--- config.mk ---
export PLATFORM = sky130hd
export DESIGN_NAME = ccu_monitor_top
export DESIGN_NICKNAME = d
export VERILOG_FILES = /design/src/design/ccu_monitor_pkg.sv /design/src/design/burst_len_fifo.sv /design/src/design/atomic_injector.sv /design/src/design/write_tracker.sv /design/src/design/read_tracker.sv /design/src/design/ccu_monitor_top.sv
export VERILOG_INCLUDE_DIRS = /design/src /design/src/design
export SDC_FILE = /design/constraint.sdc
export NUM_CORES = 1
export LEC_CHECK = 0
export ABC_AREA = 1
export BUFFER_PORTS_ARGS = -buffer_cell sky130_fd_sc_hd__buf_2
export CORE_MARGIN = 5
export CORE_UTILIZATION = 39
export DETAILED_ROUTE_END_ITERATION = 12
export PLACE_DENSITY = 0.51
export SLEW_MARGIN = 10
export SYNTH_ARGS = -nofsm -noshare
export SYNTH_HDL_FRONTEND = slang
export SYNTH_SLANG_ARGS = --single-unit
--- constraint.sdc ---
create_clock -name clk_i -period 4.3 [get_ports clk_i]
set_clock_uncertainty 0.1 [all_clocks]
set_input_delay 0 -clock clk_i [delete_from_list [all_inputs] [get_ports clk_i]]
set_output_delay 0 -clock clk_i [all_outputs]
set_load 0.05 [all_outputs]
--- src/design/ccu_monitor_config.svh ---
//~~~~~~~~~~~~~~~~~~~~~~~~~~~~~~~~~~~~~~~~~~~~~~~~~~~~~~~~~~~~~~~~~~~~~~~~~~
// CCU burst monitor configuration
// widths and depths shared by the monitor package and its modules
//~~~~~~~~~~~~~~~~~~~~~~~~~~~~~~~~~~~~~~~~~~~~~~~~~~~~~~~~~~~~~~~~~~~~~~~~~~
`ifndef CCU_MONITOR_CONFIG_SVH
`define CCU_MONITOR_CONFIG_SVH

// four transaction IDs
`define CCU_ID_WIDTH 2
// burst length field, beats minus one
`define CCU_LEN_WIDTH 4
// entries per expected-burst FIFO
`define CCU_FIFO_DEPTH 4
// atomic op code and its read-response bit
`define CCU_ATOP_WIDTH 6
`define CCU_ATOP_R_RESP 5
`define CCU_CNT_WIDTH 8

`endif

--- src/design/ccu_monitor_pkg.sv ---
//~~~~~~~~~~~~~~~~~~~~~~~~~~~~~~~~~~~~~~~~~~~~~~~~~~~~~~~~~~~~~~~~~~~~~~~~~~
// CCU burst monitor package
// channel, report and status types of the AXI burst-protocol monitor
//~~~~~~~~~~~~~~~~~~~~~~~~~~~~~~~~~~~~~~~~~~~~~~~~~~~~~~~~~~~~~~~~~~~~~~~~~~
`include "ccu_monitor_config.svh"

package ccu_monitor_pkg;

  typedef logic [`CCU_ID_WIDTH-1:0]   id_t;
  typedef logic [`CCU_LEN_WIDTH-1:0]  len_t;
  typedef logic [`CCU_ATOP_WIDTH-1:0] atop_t;
  typedef logic [`CCU_CNT_WIDTH-1:0]  cnt_t;
  // one bit wider than len so a full burst plus overrun still fits
  typedef logic [`CCU_LEN_WIDTH:0]    beat_cnt_t;

  typedef enum logic {
    VERDICT_OK,
    VERDICT_LAST_MISMATCH
  } verdict_e;

  // one expected burst, from AW, AR or the injector
  typedef struct packed {
    id_t   id;
    len_t  len;
    atop_t atop;
  } burst_req_t;

  // W beats carry id zero
  typedef struct packed {
    id_t  id;
    logic last;
  } beat_t;

  typedef struct packed {
    id_t       id;
    len_t      len;
    beat_cnt_t beats;
    atop_t     atop;
    verdict_e  verdict;
  } burst_report_t;

  typedef struct packed {
    logic orphan_w;
    logic orphan_r;
    logic fifo_drop;
    logic inject_drop;
  } mon_status_t;

endpackage

--- src/design/burst_len_fifo.sv ---
//~~~~~~~~~~~~~~~~~~~~~~~~~~~~~~~~~~~~~~~~~~~~~~~~~~~~~~~~~~~~~~~~~~~~~~~~~~
// Expected burst FIFO
// in-order queue of burst requests, drops pushes when full
//~~~~~~~~~~~~~~~~~~~~~~~~~~~~~~~~~~~~~~~~~~~~~~~~~~~~~~~~~~~~~~~~~~~~~~~~~~
`timescale 1ns/1ps
`include "ccu_monitor_config.svh"

module burst_len_fifo
  import ccu_monitor_pkg::*;
#(
  parameter int unsigned DEPTH = `CCU_FIFO_DEPTH
) (
  input  logic       clk_i,
  input  logic       rst_ni,
  input  logic       push_i,
  input  burst_req_t req_i,
  input  logic       pop_i,
  output burst_req_t head_o,
  output logic       empty_o,
  output logic       drop_o
);

  localparam int unsigned PTR_W = (DEPTH > 1) ? $clog2(DEPTH) : 1;
  localparam int unsigned CNT_W = $clog2(DEPTH + 1);

  burst_req_t       mem_q [DEPTH];
  logic [PTR_W-1:0] wr_ptr_q;
  logic [PTR_W-1:0] rd_ptr_q;
  logic [CNT_W-1:0] count_q;
  logic             full;
  logic             do_push;
  logic             do_pop;

  assign full    = (count_q == CNT_W'(DEPTH));
  assign empty_o = (count_q == '0);
  assign do_push = push_i && !full;
  assign do_pop  = pop_i && !empty_o;
  // high only while the push strobe meets a full queue
  assign drop_o  = push_i && full;
  assign head_o  = mem_q[rd_ptr_q];

  always_ff @(posedge clk_i) begin
    if (rst_ni) begin
      wr_ptr_q <= '0;
      rd_ptr_q <= '0;
      count_q  <= '0;
    end else begin
      if (do_push) begin
        wr_ptr_q <= (wr_ptr_q == PTR_W'(DEPTH - 1)) ? '0 : wr_ptr_q + 1'b1;
      end
      if (do_pop) begin
        rd_ptr_q <= (rd_ptr_q == PTR_W'(DEPTH - 1)) ? '0 : rd_ptr_q + 1'b1;
      end
      count_q <= count_q + CNT_W'(do_push) - CNT_W'(do_pop);
    end
  end

  always_ff @(posedge clk_i) begin
    if (do_push) begin
      mem_q[wr_ptr_q] <= req_i;
    end
  end

endmodule

--- src/design/atomic_injector.sv ---
//~~~~~~~~~~~~~~~~~~~~~~~~~~~~~~~~~~~~~~~~~~~~~~~~~~~~~~~~~~~~~~~~~~~~~~~~~~
// Atomic read injector
// turns response-bearing atomic AWs into expected read bursts and holds
// one derived request until the read tracker takes it
//~~~~~~~~~~~~~~~~~~~~~~~~~~~~~~~~~~~~~~~~~~~~~~~~~~~~~~~~~~~~~~~~~~~~~~~~~~
`timescale 1ns/1ps
`include "ccu_monitor_config.svh"

module atomic_injector
  import ccu_monitor_pkg::*;
(
  input  logic       clk_i,
  input  logic       rst_ni,
  input  logic       aw_fire_i,
  input  burst_req_t aw_i,
  input  logic       inj_accept_i,
  output logic       inj_valid_o,
  output burst_req_t inj_req_o,
  output logic       inject_drop_o
);

  logic       inj_valid_q;
  burst_req_t inj_req_q;
  logic       drop_q;
  logic       is_rresp;
  logic       hold_free;
  len_t       derived_len;

  assign is_rresp  = aw_fire_i && aw_i.atop[`CCU_ATOP_R_RESP];
  // holding register frees up in the cycle its content is accepted
  assign hold_free = !inj_valid_q || inj_accept_i;
  // read data of an atomic is half the write burst above two beats
  assign derived_len = (aw_i.len > len_t'(1)) ? (aw_i.len >> 1) : aw_i.len;

  always_ff @(posedge clk_i) begin
    if (rst_ni) begin
      inj_valid_q <= 1'b0;
      drop_q      <= 1'b0;
    end else begin
      if (is_rresp && hold_free) begin
        inj_valid_q <= 1'b1;
      end else if (inj_accept_i) begin
        inj_valid_q <= 1'b0;
      end
      if (is_rresp && !hold_free) begin
        drop_q <= 1'b1;
      end
    end
  end

  always_ff @(posedge clk_i) begin
    if (is_rresp && hold_free) begin
      inj_req_q <= '{id: aw_i.id, len: derived_len, atop: aw_i.atop};
    end
  end

  assign inj_valid_o   = inj_valid_q;
  assign inj_req_o     = inj_req_q;
  assign inject_drop_o = drop_q;

endmodule

--- src/design/write_tracker.sv ---
//~~~~~~~~~~~~~~~~~~~~~~~~~~~~~~~~~~~~~~~~~~~~~~~~~~~~~~~~~~~~~~~~~~~~~~~~~~
// Write burst tracker
// matches AW requests in order with W beats, checks the last flag
// position and counts B responses
//~~~~~~~~~~~~~~~~~~~~~~~~~~~~~~~~~~~~~~~~~~~~~~~~~~~~~~~~~~~~~~~~~~~~~~~~~~
`timescale 1ns/1ps

module write_tracker
  import ccu_monitor_pkg::*;
(
  input  logic          clk_i,
  input  logic          rst_ni,
  input  logic          aw_fire_i,
  input  burst_req_t    aw_i,
  input  logic          w_fire_i,
  input  beat_t         w_i,
  input  logic          b_fire_i,
  output logic          wr_done_o,
  output burst_report_t wr_report_o,
  output cnt_t          b_count_o,
  output logic          orphan_w_o,
  output logic          fifo_drop_o
);

  burst_req_t    head;
  logic          empty;
  logic          drop;
  logic          w_take;
  logic          w_last;
  beat_cnt_t     beat_cnt_q;
  logic          wr_done_q;
  burst_report_t wr_report_q;
  cnt_t          b_count_q;
  logic          orphan_w_q;
  logic          fifo_drop_q;

  // beats only count against a pending AW
  assign w_take = w_fire_i && !empty;
  assign w_last = w_take && w_i.last;

  burst_len_fifo i_aw_fifo (
    .clk_i   (clk_i),
    .rst_ni  (rst_ni),
    .push_i  (aw_fire_i),
    .req_i   (aw_i),
    .pop_i   (w_last),
    .head_o  (head),
    .empty_o (empty),
    .drop_o  (drop)
  );

  always_ff @(posedge clk_i) begin
    if (rst_ni) begin
      beat_cnt_q  <= '0;
      wr_done_q   <= 1'b0;
      b_count_q   <= '0;
      orphan_w_q  <= 1'b0;
      fifo_drop_q <= 1'b0;
    end else begin
      wr_done_q <= w_last;
      if (w_take) begin
        beat_cnt_q <= w_i.last ? '0 : beat_cnt_q + 1'b1;
      end
      if (b_fire_i) begin
        b_count_q <= b_count_q + 1'b1;
      end
      if (w_fire_i && empty) begin
        orphan_w_q <= 1'b1;
      end
      if (drop) begin
        fifo_drop_q <= 1'b1;
      end
    end
  end

  // last must land on beat index len
  always_ff @(posedge clk_i) begin
    if (w_last) begin
      wr_report_q.id      <= head.id;
      wr_report_q.len     <= head.len;
      wr_report_q.beats   <= beat_cnt_q + 1'b1;
      wr_report_q.atop    <= head.atop;
      wr_report_q.verdict <= (beat_cnt_q == {1'b0, head.len}) ? VERDICT_OK
                                                              : VERDICT_LAST_MISMATCH;
    end
  end

  assign wr_done_o   = wr_done_q;
  assign wr_report_o = wr_report_q;
  assign b_count_o   = b_count_q;
  assign orphan_w_o  = orphan_w_q;
  assign fifo_drop_o = fifo_drop_q;

endmodule

--- src/design/read_tracker.sv ---
//~~~~~~~~~~~~~~~~~~~~~~~~~~~~~~~~~~~~~~~~~~~~~~~~~~~~~~~~~~~~~~~~~~~~~~~~~~
// Read burst tracker
// keeps one expected-burst FIFO and beat counter per ID, matches R beats
// against the head of their ID and checks the last flag position
//~~~~~~~~~~~~~~~~~~~~~~~~~~~~~~~~~~~~~~~~~~~~~~~~~~~~~~~~~~~~~~~~~~~~~~~~~~
`timescale 1ns/1ps

module read_tracker
  import ccu_monitor_pkg::*;
(
  input  logic          clk_i,
  input  logic          rst_ni,
  input  logic          ar_fire_i,
  input  burst_req_t    ar_i,
  input  logic          inj_valid_i,
  input  burst_req_t    inj_req_i,
  input  logic          r_fire_i,
  input  beat_t         r_i,
  output logic          inj_accept_o,
  output logic          rd_done_o,
  output burst_report_t rd_report_o,
  output logic          orphan_r_o,
  output logic          fifo_drop_o
);

  localparam int unsigned NUM_IDS = 2 ** $bits(id_t);

  burst_req_t         head [NUM_IDS];
  beat_cnt_t          beat_cnt_q [NUM_IDS];
  logic [NUM_IDS-1:0] empty;
  logic [NUM_IDS-1:0] drop;
  logic               push_en;
  burst_req_t         push_req;
  logic               r_take;
  logic               r_last;
  logic               rd_done_q;
  burst_report_t      rd_report_q;
  logic               orphan_r_q;
  logic               fifo_drop_q;

  // one push per cycle, an AR wins over the injector
  assign inj_accept_o = !ar_fire_i;

  always_comb begin
    push_en  = 1'b0;
    push_req = inj_req_i;
    if (ar_fire_i) begin
      push_en  = 1'b1;
      // plain reads carry no atomic op
      push_req = '{id: ar_i.id, len: ar_i.len, atop: '0};
    end else if (inj_valid_i) begin
      push_en = 1'b1;
    end
  end

  assign r_take = r_fire_i && !empty[r_i.id];
  assign r_last = r_take && r_i.last;

  for (genvar i = 0; i < NUM_IDS; i++) begin : gen_id
    burst_len_fifo i_ar_fifo (
      .clk_i   (clk_i),
      .rst_ni  (rst_ni),
      .push_i  (push_en && (push_req.id == id_t'(i))),
      .req_i   (push_req),
      .pop_i   (r_last && (r_i.id == id_t'(i))),
      .head_o  (head[i]),
      .empty_o (empty[i]),
      .drop_o  (drop[i])
    );

    always_ff @(posedge clk_i) begin
      if (rst_ni) begin
        beat_cnt_q[i] <= '0;
      end else if (r_take && (r_i.id == id_t'(i))) begin
        beat_cnt_q[i] <= r_i.last ? '0 : beat_cnt_q[i] + 1'b1;
      end
    end
  end

  always_ff @(posedge clk_i) begin
    if (rst_ni) begin
      rd_done_q   <= 1'b0;
      orphan_r_q  <= 1'b0;
      fifo_drop_q <= 1'b0;
    end else begin
      rd_done_q <= r_last;
      if (r_fire_i && empty[r_i.id]) begin
        orphan_r_q <= 1'b1;
      end
      if (|drop) begin
        fifo_drop_q <= 1'b1;
      end
    end
  end

  // report from the head entry of the beat's own ID
  always_ff @(posedge clk_i) begin
    if (r_last) begin
      rd_report_q.id      <= r_i.id;
      rd_report_q.len     <= head[r_i.id].len;
      rd_report_q.beats   <= beat_cnt_q[r_i.id] + 1'b1;
      rd_report_q.atop    <= head[r_i.id].atop;
      rd_report_q.verdict <= (beat_cnt_q[r_i.id] == {1'b0, head[r_i.id].len})
                             ? VERDICT_OK : VERDICT_LAST_MISMATCH;
    end
  end

  assign rd_done_o   = rd_done_q;
  assign rd_report_o = rd_report_q;
  assign orphan_r_o  = orphan_r_q;
  assign fifo_drop_o = fifo_drop_q;

endmodule

--- src/design/ccu_monitor_top.sv ---
//~~~~~~~~~~~~~~~~~~~~~~~~~~~~~~~~~~~~~~~~~~~~~~~~~~~~~~~~~~~~~~~~~~~~~~~~~~
// CCU burst monitor top level
// observes one AXI port, tracks write and read bursts, injects expected
// reads for atomics and collects the sticky status flags
//~~~~~~~~~~~~~~~~~~~~~~~~~~~~~~~~~~~~~~~~~~~~~~~~~~~~~~~~~~~~~~~~~~~~~~~~~~
`timescale 1ns/1ps

module ccu_monitor_top
  import ccu_monitor_pkg::*;
(
  input  logic          clk_i,
  input  logic          rst_ni,
  input  burst_req_t    aw_i,
  input  logic          aw_valid_i,
  input  logic          aw_ready_i,
  input  beat_t         w_i,
  input  logic          w_valid_i,
  input  logic          w_ready_i,
  input  id_t           b_id_i,
  input  logic          b_valid_i,
  input  logic          b_ready_i,
  input  burst_req_t    ar_i,
  input  logic          ar_valid_i,
  input  logic          ar_ready_i,
  input  beat_t         r_i,
  input  logic          r_valid_i,
  input  logic          r_ready_i,
  output logic          wr_done_o,
  output burst_report_t wr_report_o,
  output logic          rd_done_o,
  output burst_report_t rd_report_o,
  output cnt_t          b_count_o,
  output mon_status_t   status_o
);

  logic       aw_fire;
  logic       w_fire;
  logic       b_fire;
  logic       ar_fire;
  logic       r_fire;
  logic       inj_valid;
  burst_req_t inj_req;
  logic       inj_accept;
  logic       orphan_w;
  logic       orphan_r;
  logic       wr_fifo_drop;
  logic       rd_fifo_drop;
  logic       inject_drop;

  assign aw_fire = aw_valid_i && aw_ready_i;
  assign w_fire  = w_valid_i && w_ready_i;
  // B responses are only counted, any ID is accepted
  assign b_fire  = b_valid_i && b_ready_i;
  assign ar_fire = ar_valid_i && ar_ready_i;
  assign r_fire  = r_valid_i && r_ready_i;

  write_tracker i_write_tracker (
    .clk_i       (clk_i),
    .rst_ni      (rst_ni),
    .aw_fire_i   (aw_fire),
    .aw_i        (aw_i),
    .w_fire_i    (w_fire),
    .w_i         (w_i),
    .b_fire_i    (b_fire),
    .wr_done_o   (wr_done_o),
    .wr_report_o (wr_report_o),
    .b_count_o   (b_count_o),
    .orphan_w_o  (orphan_w),
    .fifo_drop_o (wr_fifo_drop)
  );

  atomic_injector i_atomic_injector (
    .clk_i         (clk_i),
    .rst_ni        (rst_ni),
    .aw_fire_i     (aw_fire),
    .aw_i          (aw_i),
    .inj_accept_i  (inj_accept),
    .inj_valid_o   (inj_valid),
    .inj_req_o     (inj_req),
    .inject_drop_o (inject_drop)
  );

  read_tracker i_read_tracker (
    .clk_i        (clk_i),
    .rst_ni       (rst_ni),
    .ar_fire_i    (ar_fire),
    .ar_i         (ar_i),
    .inj_valid_i  (inj_valid),
    .inj_req_i    (inj_req),
    .r_fire_i     (r_fire),
    .r_i          (r_i),
    .inj_accept_o (inj_accept),
    .rd_done_o    (rd_done_o),
    .rd_report_o  (rd_report_o),
    .orphan_r_o   (orphan_r),
    .fifo_drop_o  (rd_fifo_drop)
  );

  // flags are already sticky in their source blocks
  assign status_o = '{
    orphan_w:    orphan_w,
    orphan_r:    orphan_r,
    fifo_drop:   wr_fifo_drop | rd_fifo_drop,
    inject_drop: inject_drop
  };

endmodule

==> results by group <==
Run status
  – Status: completed

Floorplan
  – Die W: 201 um
  – Area of the die: 40300 um2
  – Core Rows: 69
  – Starting Density: 39.7%
  – CORE AREA: 35700 um2
  – # IOs: 94
  – Die span in y: 201 um

Synth
  – Syn Inst Count: 1267
  – Mapped Nets: 1357
  – Yosys synthesis warning count: 0
  – Synthesized flop and latch total: 342
  – Seq/Total Area, Yosys: 67.7%
  – Mapped Area: 14200 um2
  – Avg Cell Area, Syn: 11.2 um2
  – Synth cell types: 41

Critical path
  – Stages on the worst setup path: 17
  – Critical-path top delay cell: dlygate4sd3_1
  – Setup crit start kind: input port
  – CP Capture Type: register
  – Reg-to-reg slack, setup: 1580 ps
  – FF-to-FF Start: i_read_tracker.gen_id[3].i_ar_fifo.count_q[1]
  – Required time worst endpoint: 4590 ps
  – Cell Chain, Critical Path: dlygate4sd3_1 > buf_2 > nand2_1 > inv_2 > nand3_1 > nand2_1 > nor2_2 > nand2_2 > inv_4 > nand2_1 > inv_2 > nand3_1 > nand2_1 > ha_1 > fa_1 > xor2_1 > nor2_1
  – R2R depth: 14
  – Worst path max stage delay: 530 ps
  – Setup CP Type: input port to register
  – Critical Path Most Common Cell: nand2_1
  – Worst Path Arrival: 3100 ps
  – Crit Path Max Fanout: 19
  – Crit path max-delay family: buffers and inverters
  – RR Endpoint: i_read_tracker.gen_id[2].i_ar_fifo.count_q[1]
  – WP buf/inv: 5
  – Crit path from: r_i[1]

Timing
  – Max Clk Rate: 356 MHz
  – Final Hold Fails: 0
  – Final worst-path cycle share: 65.3%
  – Final Max Tran Viols: 0
  – RSZ-0062 raised after global routing: false
  – Final setup fails: 0
  – WHS: 14.2 ps
  – Relative slew slack: 23.2%
  – Period minus WS final: 2810 ps
  – TNS Setup: 0 ps
  – Slew at the pin with the worst max-slew slack: 1150 ps
  – Final WS setup: 1490 ps

Drt
  – Vias per cell: 4.80
  – Antenna Violating Nets Remaining: 0
  – Routed WL: 29700 um
  – Wire per inst: 15.7 um
  – Iteration-0 DRC Markers: 441
  – DR pass1 iterations: 5
  – Post-route DRC violation count: 0
  – Total number of vias: 9040

Final layout
  – Nets: 1482
  – Commonest non-fill, non-tap cells in the layout: 276 x edfxtp_1, 211 x nand2_1, 186 x nor2_1, 117 x inv_1, 83 x buf_2
  – FF+latch area: 9610 um2
  – Most common cell after layout, fill and taps aside: edfxtp_1
  – Area of the multi-input gates: 3880 um2
  – Util after Layout: 46.4%
  – FILL cells: 3318
  – Share of layout cells above drive strength 1: 13.3%
  – Area Overhead vs Synth: 17.0%
  – Antenna cell count: 0
  – Final Cell Area: 16600 um2
  – Non-filler cells in the finished layout: 1883

Power
  – Net Switching: 1.66 mW
  – Sw frac: 22.8%
  – Leak: 6.41 nW
  – Internal: 5.62 mW
  – Sequential power share: 51.0%
  – Combinational share of power: 6.7%
  – PD cells: 439 nW/um2
  – Post-route total power: 7.28 mW
  – Clk pwr share: 42.3%
  – IR drop worst, VDD: 0.000308 V

GRT
  – Vias in the first global route: 8996
  – Initial antenna violation count: 0
  – Aggregate global routing overflow: 0
  – Tot GR Track Use: 14.7%
  – Largest net degree at the start of global routing: 31
  – First-pass GRT wire length: 48400 um

Place
  – Inst Count DP: 1783
  – Final GP Congestion: 0.753
  – # port buffers: 83
  – Pre-CTS setup slack: 1450 ps
  – DP HPWL: 19700 um
  – Placement Cell Area: 15100 um2

Clock tree
  – Worst skew pair latency: 520 ps
  – CTS Buf Count: 38
  – Clk root buf: clkbuf_16
  – Post-CTS resize count: 0
  – CTS clk-pin slew, worst paths: 60 ps
  – Max H-tree Level: 2
  – Clock net sink count: 342
  – CTS tree: done
  – CTS Buffer Depth: 3

Run
  – Max_cap viols: 0

Min path
  – Hold depth: 7
  – Worst hold path class: input port to register
  – Hold_sp: r_valid_i
  – Hold path endpoint: i_read_tracker.rd_done_o
-- tightest hold or removal path, stage by stage --
cell     delay (ps)
buf_2            90
nand2_1          80
inv_1            50
nand2_2         120
inv_4            90
nand2_1         100
nor2_1           50
-- what timing repair did --
action,in CTS,in global routing
endpoints found under the hold margin,116,0
hold buffers,30,0
setup buffers,0,0
-- sequential cells by signal (all words and copies together), names as in the netlist, 2 cells and up, named ones only --
| register | cells |
|---|---|
| i_read_tracker.gen_id.i_ar_fifo.rd_ptr_q | 8 |
| i_write_tracker.wr_report_o | 18 |
| i_write_tracker.i_aw_fifo.rd_ptr_q | 2 |
| i_write_tracker.i_aw_fifo.count_q | 3 |
| i_read_tracker.rd_report_o | 18 |
| i_read_tracker.beat_cnt_q | 20 |
| i_read_tracker.gen_id.i_ar_fifo.count_q | 12 |
| i_write_tracker.b_count_o | 8 |
| i_write_tracker.beat_cnt_q | 5 |
| i_read_tracker.gen_id.i_ar_fifo.mem_q | 160 |
| i_read_tracker.gen_id.i_ar_fifo.wr_ptr_q | 8 |
| i_write_tracker.i_aw_fifo.mem_q | 48 |
| i_atomic_injector.inj_req_o | 12 |
| i_write_tracker.i_aw_fifo.wr_ptr_q | 2 |
-- cell usage after synthesis --
library cell    n  area (um2)
nor3_2          2        20.0
inv_1         117         439
nor2_1        186         698
clkinv_1        5        18.8
xnor2_1         4        35.0
buf_2           5        25.0
o211a_1         1        10.0
nand3b_2        2        22.5
o21ai_1         8        40.0
a21oi_1        25         125
o2111ai_1       1        8.76
nor4_1          1        6.26
and3_1          1        6.26
nor3_1          3        15.0
conb_1          1        3.75
buf_4           4        30.0
a21o_1          1        7.51
inv_4           1        6.26
inv_2          13        48.8
a211oi_1        1        7.51
nor3b_1         4        30.0
o21ai_2         3        26.3
o22ai_1        33         206
nand3_2         7        70.1
clkbuf_1       33         124
nor2_2          5        31.3
buf_1           1        3.75
o21ai_0        81         405
ha_1           41         513
fa_1            5         100
a22oi_1         4        30.0
xor2_1         18         158
nand2_2         3        18.8
dfxtp_1        66        1320
nand2_1       211         792
a31oi_1         2        12.5
o21a_1          1        7.51
o2111a_1        1        11.3
nand4_1         8        50.1
nand3_1        82         410
edfxtp_1      276        8290
-- power groups by stage --
stage          logic, mW  registers [mW]  clock network, mW
3_5_place_dp       0.470            3.78                  0
5_1_grt            0.551            3.72               3.32
2_1_floorplan      0.280            3.82                  0
6_report           0.486            3.71               3.08
4_1_cts            0.496            3.71               3.17
3_3_place_gp       0.465            3.78                  0
-- per-layer routing --
| metal | share of wire, % | GRT usage (%) | up-vias |
|---|---|---|---|
| met1 | 48 | 20.6 | 4277 |
| li1 | - | - | 4565 |
| met2 | 46 | 23.9 | 161 |
| met4 | 1.6 | 3.59 | 0 |
| met5 | 0 | 0 | - |
| met3 | 3.9 | 2.46 | 37 |
-- cell families (layout without fill, tap and decap cells) --
family                     after synthesis  after routing  share of synthesized area (%)
adders and majority gates               46             46                           4.32
AOI/OAI and AO/OA                      162            162                           6.33
xor gates and xnor gates                22             22                           1.36
other                                    1              1                         0.0264
and+or+nand+nor                        515            515                           15.3
DFF                                    342            342                           67.7
buffers and inverters                  179            334                           4.90
-- final cells by class --
class / count / area share (%)
inverters: 136 / 3.09
clock inverters: 20 / 1.08
clock buffers: 50 / 6.12
multi-input cells: 746 / 23.4
flip-flops and latches: 342 / 57.9
repair buffers: 128 / 4.99
well taps: 461 / 3.47
-- how the worst max path moves through the flow --
stage	end	slack [ps]
floorplan	i_read_tracker.gen_id[2].i_ar_fifo.count_q[1]	1970
global placement	i_read_tracker.gen_id[2].i_ar_fifo.count_q[1]	1470
detailed placement	i_read_tracker.gen_id[2].i_ar_fifo.count_q[2]	1450
CTS	i_read_tracker.gen_id[2].i_ar_fifo.count_q[2]	1440
global route	i_read_tracker.gen_id[2].i_ar_fifo.count_q[1]	1190
finish	i_read_tracker.gen_id[2].i_ar_fifo.count_q[2]	1490
No activity file was read; power rests on OpenSTA's default activity.
